--- config.mk ---
export PLATFORM = sky130hd
export DESIGN_NAME = copy_engine_flat
export DESIGN_NICKNAME = d
export VERILOG_FILES = /design/src/source/faas_bus_pkg.sv /design/src/source/faas_reg_pkg.sv /design/src/source/faas_interfaces.sv /design/src/source/copy_engine.sv /design/src/flat_wrapper.sv
export VERILOG_INCLUDE_DIRS = /design/src /design/src/source
export SDC_FILE = /design/constraint.sdc
export NUM_CORES = 1
export LEC_CHECK = 0
export BUFFER_PORTS_ARGS = -buffer_cell sky130_fd_sc_hd__buf_4
export CORE_AREA = 4 4 150 152
export DETAILED_ROUTE_END_ITERATION = 8
export DIE_AREA = 0 0 154 156
export SYNTH_ARGS = -nofsm -noshare
export SYNTH_HDL_FRONTEND = slang
export SYNTH_SLANG_ARGS = --single-unit
--- constraint.sdc ---
create_clock -name pcie_axi_aclk -period 7.83 [get_ports pcie_axi_aclk]
set_input_delay 1.566 -clock pcie_axi_aclk [delete_from_list [all_inputs] [get_ports pcie_axi_aclk]]
set_output_delay 1.566 -clock pcie_axi_aclk [all_outputs]
set_load 0.05 [all_outputs]
--- src/source/faas_settings.svh ---
`ifndef FAAS_SETTINGS_SVH
`define FAAS_SETTINGS_SVH

// ===========================================================================
// word and address widths
// ===========================================================================
`define FAAS_DATA_WIDTH 32      // bank and register word
`define FAAS_ADDR_WIDTH 16      // host word address

// ===========================================================================
// bank geometry
// ===========================================================================
`define FAAS_DDR_AW     10
`define FAAS_DDR_DEPTH  1024    // 2**FAAS_DDR_AW words

`define FAAS_REG_AW     3       // register index

`endif

--- src/source/faas_bus_pkg.sv ---
`include "faas_settings.svh"

package faas_bus_pkg;

        typedef logic [`FAAS_DATA_WIDTH-1:0] ddr_word_t;
        typedef logic [`FAAS_DDR_AW-1:0]     ddr_addr_t;

        // host word address seen as a register index
        typedef struct packed {
                logic                                        region;   // 0 here
                logic [`FAAS_ADDR_WIDTH-`FAAS_REG_AW-2:0]    pad;
                logic [`FAAS_REG_AW-1:0]                     idx;
        } reg_view_t;

        // same word seen as a bank window address
        typedef struct packed {
                logic                                        region;   // 1 here
                logic [`FAAS_ADDR_WIDTH-`FAAS_DDR_AW-2:0]    pad;
                ddr_addr_t                                   addr;
        } mem_view_t;

        typedef union packed {
                reg_view_t reg_view;
                mem_view_t mem_view;
        } host_addr_u;

endpackage

--- src/source/faas_reg_pkg.sv ---
package faas_reg_pkg;

        // ===================================================================
        // register map, one word per index
        // ===================================================================
        typedef enum logic [2:0] {
                REG_SRC    = 3'd0,      // first source word
                REG_DST    = 3'd1,      // first destination word
                REG_LEN    = 3'd2,      // words to move
                REG_CTRL   = 3'd3,
                REG_STATUS = 3'd4
        } reg_idx_e;

        localparam int CTRL_START = 0;  // ctrl bit, write 1 to launch

        // status word bits, busy at bit 0
        typedef struct packed {
                logic done;
                logic busy;
        } copy_status_t;

endpackage

--- src/source/faas_interfaces.sv ---
`timescale 1ns/100ps

// wishbone classic path toward the bank
interface ddr_port_if;
        logic                   cyc;
        logic                   stb;
        logic                   we;
        faas_bus_pkg::ddr_addr_t adr;
        faas_bus_pkg::ddr_word_t dat_w;
        faas_bus_pkg::ddr_word_t dat_r;
        logic                   ack;    // one cycle per request

        modport initiator (output cyc, stb, we, adr, dat_w, input dat_r, ack);
        modport target    (input cyc, stb, we, adr, dat_w, output dat_r, ack);
endinterface

// single cycle register strobe, read data is combinational
interface reg_bus_if;
        logic                    stb;
        logic                    we;
        faas_reg_pkg::reg_idx_e  idx;
        faas_bus_pkg::ddr_word_t wdata;
        faas_bus_pkg::ddr_word_t rdata;

        modport master (output stb, we, idx, wdata, input rdata);
        modport slave  (input stb, we, idx, wdata, output rdata);
endinterface

--- src/source/copy_engine.sv ---
`timescale 1ns/100ps

module copy_engine (
        input  logic          pcie_axi_aclk,
        input  logic          rst,
        input  logic          usr_int_en,
        input  logic          usr_int_ack,
        output logic          usr_int_req,
        reg_bus_if.slave      regs,
        ddr_port_if.initiator mem
);

typedef enum logic [1:0] {ST_IDLE, ST_RD, ST_WR} state_e;

state_e                     state;
faas_bus_pkg::ddr_word_t    src_q;
faas_bus_pkg::ddr_word_t    dst_q;
faas_bus_pkg::ddr_word_t    len_q;
faas_bus_pkg::ddr_word_t    idx_q;     // word offset within the block
faas_bus_pkg::ddr_word_t    data_q;    // the one word in flight
faas_reg_pkg::copy_status_t status;
logic                       done_q;
logic                       done_d;
logic                       start;
logic                       last_word;

assign start = regs.stb && regs.we && (regs.idx == faas_reg_pkg::REG_CTRL)
               && regs.wdata[faas_reg_pkg::CTRL_START];
assign last_word = (idx_q + 32'd1) == len_q;

assign status.busy = (state != ST_IDLE);
assign status.done = done_q;

// ===========================================================================
// register file
// ===========================================================================
always_ff @(posedge pcie_axi_aclk)
begin
        if (regs.stb && regs.we)
        begin
                case (regs.idx)
                faas_reg_pkg::REG_SRC: src_q <= regs.wdata;
                faas_reg_pkg::REG_DST: dst_q <= regs.wdata;
                faas_reg_pkg::REG_LEN: len_q <= regs.wdata;
                default: ;
                endcase
        end
end

always_comb
begin
        regs.rdata = '0;
        case (regs.idx)
        faas_reg_pkg::REG_SRC:    regs.rdata = src_q;
        faas_reg_pkg::REG_DST:    regs.rdata = dst_q;
        faas_reg_pkg::REG_LEN:    regs.rdata = len_q;
        faas_reg_pkg::REG_STATUS: regs.rdata[$bits(status)-1:0] = status;
        default: ;                              // ctrl and spare read 0
        endcase
end

// ===========================================================================
// copy FSM, read src+i then write dst+i
// ===========================================================================
assign mem.cyc   = (state != ST_IDLE);
assign mem.stb   = (state != ST_IDLE);
assign mem.we    = (state == ST_WR);
assign mem.adr   = (state == ST_WR) ? faas_bus_pkg::ddr_addr_t'(dst_q + idx_q)
                                    : faas_bus_pkg::ddr_addr_t'(src_q + idx_q);
assign mem.dat_w = data_q;

always_ff @(posedge pcie_axi_aclk)
begin
        if (rst)
        begin
                state  <= ST_IDLE;
                done_q <= 1'b0;
        end
        else
        begin
                case (state)
                ST_IDLE:
                begin
                        if (start)
                        begin
                                idx_q  <= '0;
                                done_q <= (len_q == '0);   // empty copy ends at once
                                state  <= (len_q == '0) ? ST_IDLE : ST_RD;
                        end
                end
                ST_RD:
                begin
                        if (mem.ack)
                        begin
                                data_q <= mem.dat_r;
                                state  <= ST_WR;
                        end
                end
                default:
                begin
                        if (mem.ack)
                        begin
                                idx_q <= idx_q + 32'd1;
                                if (last_word)
                                begin
                                        done_q <= 1'b1;
                                        state  <= ST_IDLE;
                                end
                                else
                                        state <= ST_RD;
                        end
                end
                endcase
        end
end

// level request, raised on done and held until acknowledged
always_ff @(posedge pcie_axi_aclk)
begin
        if (rst)
        begin
                done_d      <= 1'b0;
                usr_int_req <= 1'b0;
        end
        else
        begin
                done_d <= done_q;
                if (usr_int_en && done_q && !done_d)
                        usr_int_req <= 1'b1;
                else if (usr_int_ack)
                        usr_int_req <= 1'b0;
        end
end

endmodule

--- src/flat_wrapper.sv ---
// flat-port wrapper written by rule: the top's interface ports become plain ports
module copy_engine_flat 
  (pcie_axi_aclk, rst, usr_int_en, usr_int_ack, usr_int_req, regs_stb, regs_we, regs_idx, regs_wdata, regs_rdata, mem_cyc, mem_stb, mem_we, mem_adr, mem_dat_w, mem_dat_r, mem_ack);
  reg_bus_if regs_i ();
  ddr_port_if mem_i ();
  input  logic pcie_axi_aclk;
  input  logic rst;
  input  logic usr_int_en;
  input  logic usr_int_ack;
  output logic usr_int_req;
  input wire logic [$bits(regs_i.stb)-1:0] regs_stb;
  input wire logic [$bits(regs_i.we)-1:0] regs_we;
  input wire logic [$bits(regs_i.idx)-1:0] regs_idx;
  input wire logic [$bits(regs_i.wdata)-1:0] regs_wdata;
  output wire logic [$bits(regs_i.rdata)-1:0] regs_rdata;
  output wire logic [$bits(mem_i.cyc)-1:0] mem_cyc;
  output wire logic [$bits(mem_i.stb)-1:0] mem_stb;
  output wire logic [$bits(mem_i.we)-1:0] mem_we;
  output wire logic [$bits(mem_i.adr)-1:0] mem_adr;
  output wire logic [$bits(mem_i.dat_w)-1:0] mem_dat_w;
  input wire logic [$bits(mem_i.dat_r)-1:0] mem_dat_r;
  input wire logic [$bits(mem_i.ack)-1:0] mem_ack;
  assign regs_i.stb = regs_stb;
  assign regs_i.we = regs_we;
  assign regs_i.idx = regs_idx;
  assign regs_i.wdata = regs_wdata;
  assign regs_rdata = regs_i.rdata;
  assign mem_cyc = mem_i.cyc;
  assign mem_stb = mem_i.stb;
  assign mem_we = mem_i.we;
  assign mem_adr = mem_i.adr;
  assign mem_dat_w = mem_i.dat_w;
  assign mem_i.dat_r = mem_dat_r;
  assign mem_i.ack = mem_ack;
  copy_engine u_core (.pcie_axi_aclk(pcie_axi_aclk), .rst(rst), .usr_int_en(usr_int_en), .usr_int_ack(usr_int_ack), .usr_int_req(usr_int_req), .regs(regs_i), .mem(mem_i));
endmodule
Yosys cells after proc, flatten, opt, wreduce, memory -nomap -nowiden. Index checks and enable logic that the tools add are counted.

Input port bits: 74. Logic and storage cells: 61. Output and inout port bits: 78. Register bits after elaboration: 165.

Reduce and logical (&&, ||, !) cells: 20. Multiplexer cells: 18. $add $sub $neg: 3. Bitwise logic cells: 2. Eq/ne operators: 9.

Operators by type and width (count): $pmux 30 s3 (1); $mux 32 (2); $pmux 32 s2 (1); $add 32x1->32 const B (1); $eq 32x32->1 (1); $logic_not 32->1 (1); $add 10x10->10 (2); $mux 10 (1); $pmux 2 s4 (1); $reduce_and 4->1 (2); $reduce_bool 2->1 (4); $mux 1 (7); $eq 3x2->1 const B (2); $mux 2 (3); $reduce_and 2->1 (3); $reduce_and 3->1 (2); $logic_and 1x1->1 (5); $pmux 2 s2 (1); $eq 3x1->1 const B (1); $eq 3x3->1 const B (1); $logic_not 3->1 (1); $eq 2x1->1 const B (1); $eq 2x2->1 const B (1); $logic_not 2->1 (1); other kinds (5) (6).

Depth between registers and ports, before layout. Gate-level depths: netlist (run 1).

Depth in word-level cells: 5. Gate-level depth with buffers: 13. Depth with buffers taken out: 12.

Worst setup path before layout (run 1). No wires, ideal clock.

Path kind: input to register. Start point: input port regs_idx[1]. End point: register u_core.len_q[0] (enable). Arrival time: 4.747 ns. Cell stages on the path: 3. Setup time: 0.468 ns. Path buffers: 2. Data required time: 7.362 ns. Path slack: 2.615 ns. Cell sequence: clkbuf_1 > buf_1 > nor3b_1.

Longest elaborated chain between the ends: 2.

Ends and longest elaborated chain: start, declared (RTL line flat_wrapper.sv:13) `input wire logic [$bits(regs_i.idx)-1:0] regs_idx;`; $eq 3x2->1 (RTL line copy_engine.sv:41) `case (regs.idx)`; $reduce_and 2->1 (no line); end signal, assigned (RTL line copy_engine.sv:44) `faas_reg_pkg::REG_LEN: len_q <= regs.wdata;`; end, declared (RTL line copy_engine.sv:18) `faas_bus_pkg::ddr_word_t len_q;`.

No other way between the ends. A chain may end at the register's enable or synchronous reset.

Final worst setup path (run 1).
Start point: register u_core.state[0]. End point: output port mem_adr[8].

Longest elaborated chain between the ends: 2.

Ends and longest elaborated chain: start, declared (RTL line copy_engine.sv:15) `state_e state;`; start signal, assigned (RTL line copy_engine.sv:88) `state <= (len_q == '0) ? ST_IDLE : ST_RD;`; $eq 2x2->1 (RTL line copy_engine.sv:68) `assign mem.adr = (state == ST_WR) ? faas_bus_pkg::ddr_addr_t'(dst_q + idx_q)`; $mux 10 (RTL line copy_engine.sv:68); end, declared (RTL line flat_wrapper.sv:19) `output wire logic [$bits(mem_i.adr)-1:0] mem_adr;`.

No other way between the ends.

==> key figures, run 1 <==
Outcome
  • Status: complete, no violations

Detailed routing
  • Antenna violation net count after detailed routing: 0
  • Vias: 6003
  • WL final: 22200 um
  • DRC: 0
  • WL/cell: 19.9 um
  • Starting DRT DRC Count: 527
  • DRT Pass-1 Iters: 5
  • DR vias/cell: 5.38

Worst setup path
  • Critical path class: flop to output port
  • R2r startpoint: u_core.idx_q[4]$_SDFFCE_PP0P_
  • Worst Path Required: 6.26 ns
  • Critical Path, Cell by Cell: nand2b_1, mux2_2, ha_1, fa_1, a21oi_1, nor2_1, nor2_1, o21bai_1, a21oi_1, o21bai_1, a21oi_1, xnor2_1, buf_4
  • Worst reg2reg path depth: 8
  • R2r setup slk: 3.83 ns
  • CP max-delay cell: nand2b_1
  • R2R Path End: u_core.state[0]$_SDFFE_PP0P_
  • Data arrival, critical path: 3.66 ns
  • Max FO, Critical Path: 11
  • Crit-path leading delay family: simple AND/OR/NAND/NOR gates
  • Most common cell type on the critical path: a21oi_1
  • Worst Setup End Kind: output port
  • Startpoint Class: flop
  • Crit-path max cell delay: 0.56 ns
  • CP Buf/Inv Count: 1

Yosys
  • Commonest cells in the netlist: edfxtp_1 (160), nor2_1 (114), a21oi_1 (43), xnor2_1 (41), mux2i_1 (33)
  • Yosys top cell by area: edfxtp_1
  • Yosys top cell area share: 57.9%
  • Main synth FF type: edfxtp_1
  • Netlist Area Pre-Place: 8300 um^2
  • Synth Register Bits: 165
  • Async SR Flop Fraction: 0%
  • Sequential-to-total area share from yosys stat: 59.1%
  • Most frequent cell after synthesis: edfxtp_1
  • Syn. warnings: 0
  • Unique masters post-synth: 70
  • Syn nets: 772
  • Post-synth EDFFs: 160
  • Largest cells by area after synthesis: edfxtp_1 (58%), nor2_1 (5.2%), xnor2_1 (4.3%)
  • Avg Cell Area, Syn: 12.1 um^2
  • Synth Instances: 687

Finish
  • Fin cells: 1115
  • # diodes: 0
  • Area growth syn-to-layout: 24.2%
  • Share of cells above drive strength 1: 26.8%
  • Fill cells: 1899
  • Nets: 912
  • Final Util: 49.0%

STA
  • Setup Skew: 0.0140 ns
  • Crit path time final: 5.22 ns
  • Setup TNS: 0 ns
  • Final Hold Fails: 0
  • Worst hold margin: 0.492 ns
  • Endpoints failing setup: 0
  • Slew HR: 34.2%
  • Unrepaired setup endpoints after global routing: no
  • Fmax: 191 MHz
  • Final Cycle Share: 66.7%
  • Worst-margin pin slew: 0.985 ns
  • Setup WS post-layout: 2.61 ns
  • Fin. max-slew vios: 0

CTS
  • Post-cts sizing count: 0
  • Post-CTS Setup Inserts: 0
  • Clk Latency, worst-skew pair: 0.43 ns
  • Total CTS buffers: 17
  • Root buf cell: clkbuf_16
  • Hold-fix buffers, CTS: 0
  • H-tree depth: 4
  • Max clock buf depth: 2
  • TritonCTS Sinks: 165
  • CTS tree: yes
  • Worst-path clk slew: 0.07 ns

Floorplan
  • Core area: 21000 um^2
  • Ports: 152
  • Die Y: 156 um
  • Rows: 53
  • Die X: 154 um
  • Initial Util: 39.5%
  • Die area: 24000 um^2

GRT
  • GRT overflow: 0
  • Grt met1 use: 25.4%
  • Initial antenna violation count: 0
  • GRT Max-Usage Layer: met2
  • Largest net degree at the start of global routing: 39
  • Routing usage on met3: 4.99%
  • Global-route wire length before repair: 34100 um
  • Vias in the first global route: 5879
  • GRT Overall Usage: 18.3%
  • Met2 GRT Util: 28.5%

Place
  • Final GP Congestion: 0.892
  • Post-DP HPWL: 16100 um
  • Port bufs: 151
  • Dpl ws: 3.06 ns
  • Dpl cells: 1083

Power and ir drop
  • P per Cell Area: 197 nW/um^2
  • Clock Power Share: 41.2%
  • Leak: 3.73 nW
  • Design internal power: 1.49 mW
  • Switching pwr: 0.541 mW
  • Sequential Power Share: 49.2%
  • Switch share: 26.7%
  • Max VDD drop: 0.139 mV
  • Gate power share: 9.6%

Worst hold path
  • Hold Path End: u_core.usr_int_req$_SDFFE_PP0P_
  • Worst hold path type: flop to flop
  • Critical hold path startpoint: u_core.usr_int_req$_SDFFE_PP0P_
  • WHS Path Cells: 2

Flow run
  • Max-capacitance violation count: 0
flip-flops by register name (all words and copies together), names as in the netlist:
signal,cells
u_core.usr_int_req,1
u_core.done_d,1
u_core.state,2
u_core.done_q,1
u_core.dst_q,32
u_core.src_q,32
u_core.len_q,32
u_core.idx_q,32
u_core.mem.dat_w,32
power groups by stage:
stage / clock network (mW) / logic (mW) / registers (mW)
floorplan: 0 / 0.117 / 1.02
global placement: 0 / 0.196 / 1.02
CTS: 0.852 / 0.198 / 0.998
finish: 0.836 / 0.196 / 0.998
global route: 0.893 / 0.210 / 1.00
detailed placement: 0 / 0.197 / 1.02
per-layer routing:
layer,vias up,routed length [um],part of all wire (%)
met2,219,10500,47
li1,2845,-,-
met5,-,0,0
met1,2909,9870,44
met3,30,1490,6.7
met4,0,419,1.9
worst max path at each step:
stage,startpoint,endpoint,slack (ns),depth (start not counted)
5_1_grt,u_core.state[0]$_SDFFE_PP0P_,mem_adr[8],2.37,13
3_5_place_dp,u_core.state[0]$_SDFFE_PP0P_,mem_adr[8],3.06,13
4_1_cts,u_core.state[0]$_SDFFE_PP0P_,mem_adr[8],2.59,13
6_report,u_core.state[0]$_SDFFE_PP0P_,mem_adr[8],2.61,13
3_3_place_gp,u_core.state[0]$_SDFFE_PP0P_,mem_adr[8],3.10,13
2_1_floorplan,regs_idx[1],u_core.len_q[0]$_DFFE_PP_,2.61,3
final cells by class:
class	count	area, um^2	area share (%)
inverter	12	45.0	0.437
timing repair buffer	157	1180	11.4
clock buffer	17	425	4.13
sequential	165	4900	47.6
multi-input combinational	474	3230	31.3
tap	275	344	3.34
clock inverter	15	181	1.76
worst reg2reg max path, cell delays in order (launching register included):
cell and delay, ns:
edfxtp_1 0.69, and2_1 0.26, nand4_1 0.47, nor4_1 0.66, mux2_2 0.40, a2111oi_0 0.56, nor4bb_1 0.43, nand4bb_1 0.23
a21o_1 0.20
stage by stage:
| step | instance area [um^2] | power (mW) |
|---|---|---|
| final | 10300 | 2.03 |
| after detailed placement | 9700 | 1.21 |
| after global routing | 10300 | 2.10 |
| after CTS | 10300 | 2.05 |
| after floorplan | 8300 | 1.13 |
| after global placement | 9700 | 1.21 |
placed cells by master (no fill, tap or decap), types with 3 or more instances in the layout:
cell type	instances
edfxtp_1	160
buf_4	157
nor2_1	112
a21oi_1	43
xnor2_1	41
mux2i_1	33
nand3_1	23
xor2_1	22
nor4_1	21
nand2_1	20
clkbuf_16	17
nand4_1	13
mux2_2	12
inv_1	12
nor3_1	11
ha_1	10
nand3b_1	7
and3_1	6
o21ai_0	6
and2_1	6
clkinv_8	6
a2111oi_0	5
nor2b_1	5
and4_1	5
dfxtp_1	5
nand2b_1	4
o21bai_1	4
a211oi_1	4
inv_8	4
o211ai_1	3
nor3_2	3
inv_6	3
kinds of logic after synthesis:
family | share of synthesized area [%]
and+or+nand+nor | 17.1
AOI/OAI and AO/OA | 6.94
xor gates and xnor gates | 6.92
muxes | 5.74
adders and majority gates | 1.75
DFF | 59.1
buffers and inverters | 2.41
Note: power is estimated with default switching activity, not from simulation.
==> run 2, diff against run 1 <==
clock period = 4.4 ns   (was 7.83 ns; I/O delays follow)
==> run 2 against run 1 <==
Against the previous run: routed wire length fell by 0.76%; global-route usage fell by 0.29 points; non-clock buffer count rose by 6; setup slack worse by 2.4 ns; design area up 0.36%; highest routed layer unchanged; worst hold slack worse by 0.012 ns; first-iteration DRC count is 2.1% lower; clock-buffer cell count is the same; clock power increased by 72%; critical path depth did not move; critical path type unchanged.
==> key figures, run 2 (synthesis gave the netlist of run 1 again) <==
Worst setup path
  • Critical Path, Cell by Cell: nand2b_1, mux2_2, ha_1, fa_1, a21oi_1, nor2_1, nor2_1, o21bai_1, a21oi_1, o21bai_1, a21oi_1, xnor2_1, buf_4
  • Startpoint Class: flop
  • Crit-path leading delay family: compound AO/OA/AOI/OAI gates
  • CP max-delay cell: dfxtp_1
  • Critical path depth in cells: 13 (unchanged)
  • R2R Path End: u_core.state[0]$_SDFFE_PP0P_
  • Data arrival, critical path: 3.28 ns (-0.38 ns)
  • Worst reg2reg path depth: 9 (+1)
  • R2r setup slk: 0.77 ns (-3.06 ns)
  • Crit-path max cell delay: 0.40 ns (-0.16 ns)
  • R2r startpoint: u_core.idx_q[11]$_SDFFCE_PP0P_
  • Worst Path Required: 3.52 ns (-2.74 ns)
  • Worst Setup End Kind: output port
  • Most common cell type on the critical path: a21oi_1
  • Crit. Startpoint: u_core.state[0]$_SDFFE_PP0P_
  • Critical path class: flop to output port
  • CP Buf/Inv Count: 1 (unchanged)
  • Max FO, Critical Path: 5 (-6)

STA
  • Setup WS post-layout: 0.239 ns (-2.37 ns)
  • Setup Skew: 0.0118 ns (-0.00215 ns)
  • Setup TNS: 0 ns (unchanged)
  • Final Cycle Share: 94.6%
  • Crit path time final: 4.16 ns
  • Fmax: 240 MHz
  • Slew HR: 32.1% (-2.1 points)
  • Endpoints failing setup: 0 (unchanged)
  • Worst-margin pin slew: 1.02 ns (+0.0318 ns)
  • Unrepaired setup endpoints after global routing: no
  • Worst hold margin: 0.480 ns (-0.0117 ns)
  • Fin. max-slew vios: 0 (unchanged)
  • Final Hold Fails: 0 (unchanged)

GRT
  • GRT Overall Usage: 18.0% (-0.29 points)
  • Global-route wire length before repair: 33700 um (-1.1%)
  • Initial antenna violation count: 0 (unchanged)
  • GRT overflow: 0 (unchanged)
  • Vias in the first global route: 5959 (+1.4%)
  • Largest net degree at the start of global routing: 39 (unchanged)

CTS
  • Total CTS buffers: 17 (unchanged)
  • Post-CTS Setup Inserts: 0 (unchanged)
  • Root buf cell: clkbuf_16
  • Worst-path clk slew: 0.07 ns (about the same)
  • Clk Latency, worst-skew pair: 0.42 ns (about the same)
  • Hold-fix buffers, CTS: 0 (unchanged)
  • Max clock buf depth: 2 (unchanged)
  • Post-cts sizing count: 0 (unchanged)
  • TritonCTS Sinks: 165 (unchanged)
  • H-tree depth: 4 (unchanged)
  • CTS tree: yes

Power and ir drop
  • Switching pwr: 0.932 mW (+72%)
  • Clock Power Share: 40.4% (-0.8 points)
  • Max VDD drop: 0.288 mV (+110%)
  • Gate power share: 9.9% (+0.3 points)
  • Switch share: 26.1% (-0.58 points)
  • Design internal power: 2.64 mW (+77%)
  • P per Cell Area: 346 nW/um^2 (+75%)
  • Total Power: 3.57 mW (+76%)
  • Leak: 3.76 nW (+0.79%)
  • Sequential Power Share: 49.7% (+0.5 points)

Place
  • Port bufs: 151 (unchanged)
  • Dpl ws: 0.716 ns (-2.34 ns)
  • Dpl cells: 1089 (+0.55%)
  • Post-DP HPWL: 16200 um (+0.30%)
  • Final GP Congestion: 0.923 (+3.5%)
  • Dpl cell area: 9760 um^2 (+0.66%)

Detailed routing
  • Starting DRT DRC Count: 516 (-2.1%)
  • WL/cell: 19.7 um (-1.2%)
  • DR vias/cell: 5.35 (-0.56%)
  • DRT Pass-1 Iters: 5 (unchanged)
  • DRC: 0 (unchanged)
  • Antenna violation net count after detailed routing: 0 (unchanged)
  • WL final: 22100 um (-0.76%)
  • Vias: 5996 (-0.12%)

Floorplan
  • Die area: 24000 um^2 (unchanged)
  • Core area: 21000 um^2 (unchanged)
  • Initial Util: 39.5% (unchanged)
  • Die Y: 156 um (unchanged)
  • Ports: 152 (unchanged)
  • Die X: 154 um (unchanged)
  • Rows: 53 (unchanged)

Worst hold path
  • WHS Path Cells: 2 (unchanged)
  • Worst hold path type: flop to flop
  • Hold Path End: u_core.usr_int_req$_SDFFE_PP0P_
  • Critical hold path startpoint: u_core.usr_int_req$_SDFFE_PP0P_

Finish
  • Nets: 918 (+0.66%)
  • Final Instance Area: 10300 um^2 (+0.36%)
  • Most common cell after layout, fill and taps aside: buf_4
  • Area growth syn-to-layout: 24.6%
  • # diodes: 0 (unchanged)
  • Fill cells: 1830 (-3.6%)
  • Share of cells above drive strength 1: 27.2% (+0.43 points)
  • Fin cells: 1120 (+0.45%)
  • Final Util: 49.2% (+0.18 points)
  • Highest-count cells in the layout ignoring fill and taps: buf_4 (162), edfxtp_1 (160), nor2_1 (112)

Flow run
  • Max-capacitance violation count: 0 (unchanged)

Outcome
  • Status: complete, no violations
==> run 2: power by group through the flow <==
| stage | clock, mW | combinational (mW) | sequential, mW |
|---|---|---|---|
| detailed placement | 0 | 0.356 | 1.81 |
| global placement | 0 | 0.353 | 1.81 |
| floorplan | 0 | 0.209 | 1.81 |
| global route | 1.54 | 0.379 | 1.78 |
| CTS | 1.47 | 0.357 | 1.78 |
| finish | 1.44 | 0.355 | 1.78 |
==> run 2: cell type report <==
class	instances	area [um^2]	share of cell area, %
clock inverters	14	155	1.50
multi-input cells	474	3230	31.3
flip-flops and latches	165	4900	47.4
repair buffers	163	1240	12.0
well taps	275	344	3.33
inverters	12	45.0	0.435
clock buffers	17	425	4.11
==> run 2: layer usage <==
metal | track usage (%) | part of all wire (%) | wire length, um
met1 | 24.8 | 45 | 9880
met2 | 28.6 | 47 | 10400
met3 | 3.86 | 6.0 | 1330
met4 | 6.18 | 2.1 | 456
met5 | 0 | 0 | 0
==> run 2: worst max-delay path by stage <==
stage | to | slack (ns)
detailed placement | mem_adr[8] | 0.72
floorplan | u_core.idx_q[0]$_SDFFCE_PP0P_ | 0.02
global placement | mem_adr[8] | 0.73
global route | mem_adr[9] | 0.02
finish | mem_adr[8] | 0.24
CTS | mem_adr[8] | 0.24
==> run 2: worst reg2reg max path, delay by kind of cell (launching register included) <==
family,cells,cell delay (ns)
AND/OR/NAND/NOR,5,1.69
AO/OA/AOI/OAI,2,0.69
flip-flops,1,0.55
multiplexers,1,0.39
buffers and inverters,1,0.21
==> run 3, diff against run 2 <==
BUFFER_PORTS_ARGS = -buffer_cell sky130_fd_sc_hd__buf_2   (was -buffer_cell sky130_fd_sc_hd__buf_4)
==> run 3 against run 2 <==
Against the previous run: core utilization down 1.6 points; clock power up 3%; sequential power about the same; non-clock buffer count up 2; via count up 0.83%; global-route usage up 0.094 points; sequential cell count unchanged; cell count up 0.27%; clock skew up 0.0027 ns; design area down 3.2%.
==> key figures, run 3 (synthesis gave the netlist of run 1 again) <==
CTS
  • Max clock buf depth: 2 (unchanged)
  • CTS tree: yes
  • H-tree depth: 4 (unchanged)
  • Total CTS buffers: 17 (unchanged)
  • Post-CTS Setup Inserts: 0 (unchanged)
  • Clk Latency, worst-skew pair: 0.43 ns (about the same)
  • Worst-path clk slew: 0.07 ns (about the same)
  • TritonCTS Sinks: 165 (unchanged)
  • Root buf cell: clkbuf_16

Floorplan
  • Ports: 152 (unchanged)
  • Die X: 154 um (unchanged)
  • Rows: 53 (unchanged)
  • Die Y: 156 um (unchanged)
  • Die area: 24000 um^2 (unchanged)
  • Initial Util: 39.5% (unchanged)
  • Core area: 21000 um^2 (unchanged)

Finish
  • Most common cell after layout, fill and taps aside: edfxtp_1
  • Fill cells: 1915 (+4.6%)
  • Area growth syn-to-layout: 20.6%
  • Highest-count cells in the layout ignoring fill and taps: edfxtp_1 (160), buf_2 (149), nor2_1 (112)
  • # diodes: 0 (unchanged)
  • FF+latch area: 4900 um^2 (unchanged)
  • Fin cells: 1123 (+0.27%)
  • Share of cells above drive strength 1: 27.4% (+0.14 points)
  • Nets: 920 (+0.22%)
  • Multi-input gate area: 3230 um^2 (unchanged)

Outcome
  • Status: complete, no violations

STA
  • Setup TNS: 0 ns (unchanged)
  • Crit path time final: 4.16 ns (-0.00158 ns)
  • Worst hold margin: 0.466 ns (-0.0143 ns)
  • Worst-margin pin slew: 0.992 ns (-0.0247 ns)
  • Fin. max-slew vios: 0 (unchanged)
  • Final Hold Fails: 0 (unchanged)
  • Setup Skew: 0.0146 ns (+0.00273 ns)
  • Final Cycle Share: 94.5% (about the same)
  • Setup WS post-layout: 0.241 ns (+0.00158 ns)
  • Slew HR: 33.7% (+1.7 points)
  • Endpoints failing setup: 0 (unchanged)
  • Unrepaired setup endpoints after global routing: no
  • Fmax: 240 MHz (about the same)

Worst setup path
  • Crit-path max cell delay: 0.41 ns (about the same)
  • Critical Path, Cell by Cell: nand2b_1, mux2_2, ha_1, fa_1, a21oi_1, nor2_1, nor2_1, o21bai_1, a21oi_1, o21bai_1, a21oi_1, xnor2_1, buf_4
  • Most common cell type on the critical path: a21oi_1
  • Crit-path leading delay family: compound AO/OA/AOI/OAI gates
  • Startpoint Class: flop
  • CP max-delay cell: fa_1
  • Critical path class: flop to output port
  • Max FO, Critical Path: 5 (unchanged)
  • Data arrival, critical path: 3.28 ns (about the same)
  • Worst Path Required: 3.52 ns (about the same)
  • Worst Setup End Kind: output port
  • CP Buf/Inv Count: 1 (unchanged)

Power and ir drop
  • Max VDD drop: 0.270 mV (-6.3%)
  • Leak: 3.68 nW (-2.3%)
  • P per Cell Area: 358 nW/um^2 (+3.7%)

Place
  • Post-DP HPWL: 16000 um (-0.85%)
  • Port bufs: 151 (unchanged)
  • Dpl cells: 1091 (+0.18%)
  • Dpl ws: 0.630 ns (-0.0863 ns)
  • Final GP Congestion: 0.891 (-3.5%)

Detailed routing
  • DR vias/cell: 5.38 (+0.56%)
  • WL/cell: 19.4 um (-1.4%)
  • WL final: 21800 um (-1.1%)
  • Vias: 6046 (+0.83%)
  • Met2 wire len: 10300 um (-0.76%)
  • Top routing layer in use: met5
  • Met1 wire length: 9740 um (-1.4%)
  • Met3 wire length: 1410 um (+6.3%)
  • Antenna violation net count after detailed routing: 0 (unchanged)
  • DRT Pass-1 Iters: 5 (unchanged)
  • Starting DRT DRC Count: 567 (+9.9%)
  • DRC: 0 (unchanged)

Worst hold path
  • Worst hold path type: flop to flop

GRT
  • Initial antenna violation count: 1 (+1)
  • Largest net degree at the start of global routing: 33 (-15%)
  • Vias in the first global route: 5874 (-1.4%)
  • GRT overflow: 0 (unchanged)
  • GRT Overall Usage: 18.1% (+0.094 points)
  • Global-route wire length before repair: 33900 um (+0.56%)

Flow run
  • Max-capacitance violation count: 0 (unchanged)
run 3: what timing repair did:
item / 4_1_cts / 5_1_grt
hold buffers: 0 / 0
endpoints found under the setup margin: 0 / 2
resized for setup: 0 / 3
run 3: power by group:
group	internal, mW	switching [mW]
clock network	0.773	0.718
registers	1.75	0.0252
logic	0.101	0.221
run 3: final timing paths:
kind,start,cells after the start,endpoint,slack (ns)
worst min-delay path,u_core.usr_int_req$_SDFFE_PP0P_,2,u_core.usr_int_req$_SDFFE_PP0P_,0.47
worst max-delay path,u_core.state[0]$_SDFFE_PP0P_,13,mem_adr[8],0.24
worst min register to register,u_core.usr_int_req$_SDFFE_PP0P_,2,u_core.usr_int_req$_SDFFE_PP0P_,0.47
worst max register to register,u_core.idx_q[0]$_SDFFCE_PP0P_,9,u_core.state[0]$_SDFFE_PP0P_,1.03
run 3: routing by layer:
layer | vias up | GRT usage, %
met3 | 35 | 4.13
li1 | 2859 | -
met2 | 220 | 28.9
met4 | 2 | 4.71
met5 | - | 0
met1 | 2930 | 25.2
run 3: final cells by class:
class / count / share of cell area [%]
clock inverter: 14 / 1.77
multi-input combinational: 474 / 32.3
tap: 275 / 3.44
inverter: 12 / 0.450
timing repair buffer: 165 / 8.77
sequential: 165 / 49.0
clock buffer: 18 / 4.29
run 3: metrics by stage:
step	power [mW]	cell area [um^2]	utilization [%]
final	3.59	10000	47.6
after global routing	3.71	10000	47.6
after CTS	3.61	10000	47.6
after detailed placement	2.13	9400	44.7
after global placement	2.13	9400	44.7
after floorplan	2.02	8300	-
run 3: worst min-delay path: stages (launching register included):
cell and delay (ns):
dfxtp_1 0.31, nand2b_1 0.06, a21oi_1 0.05
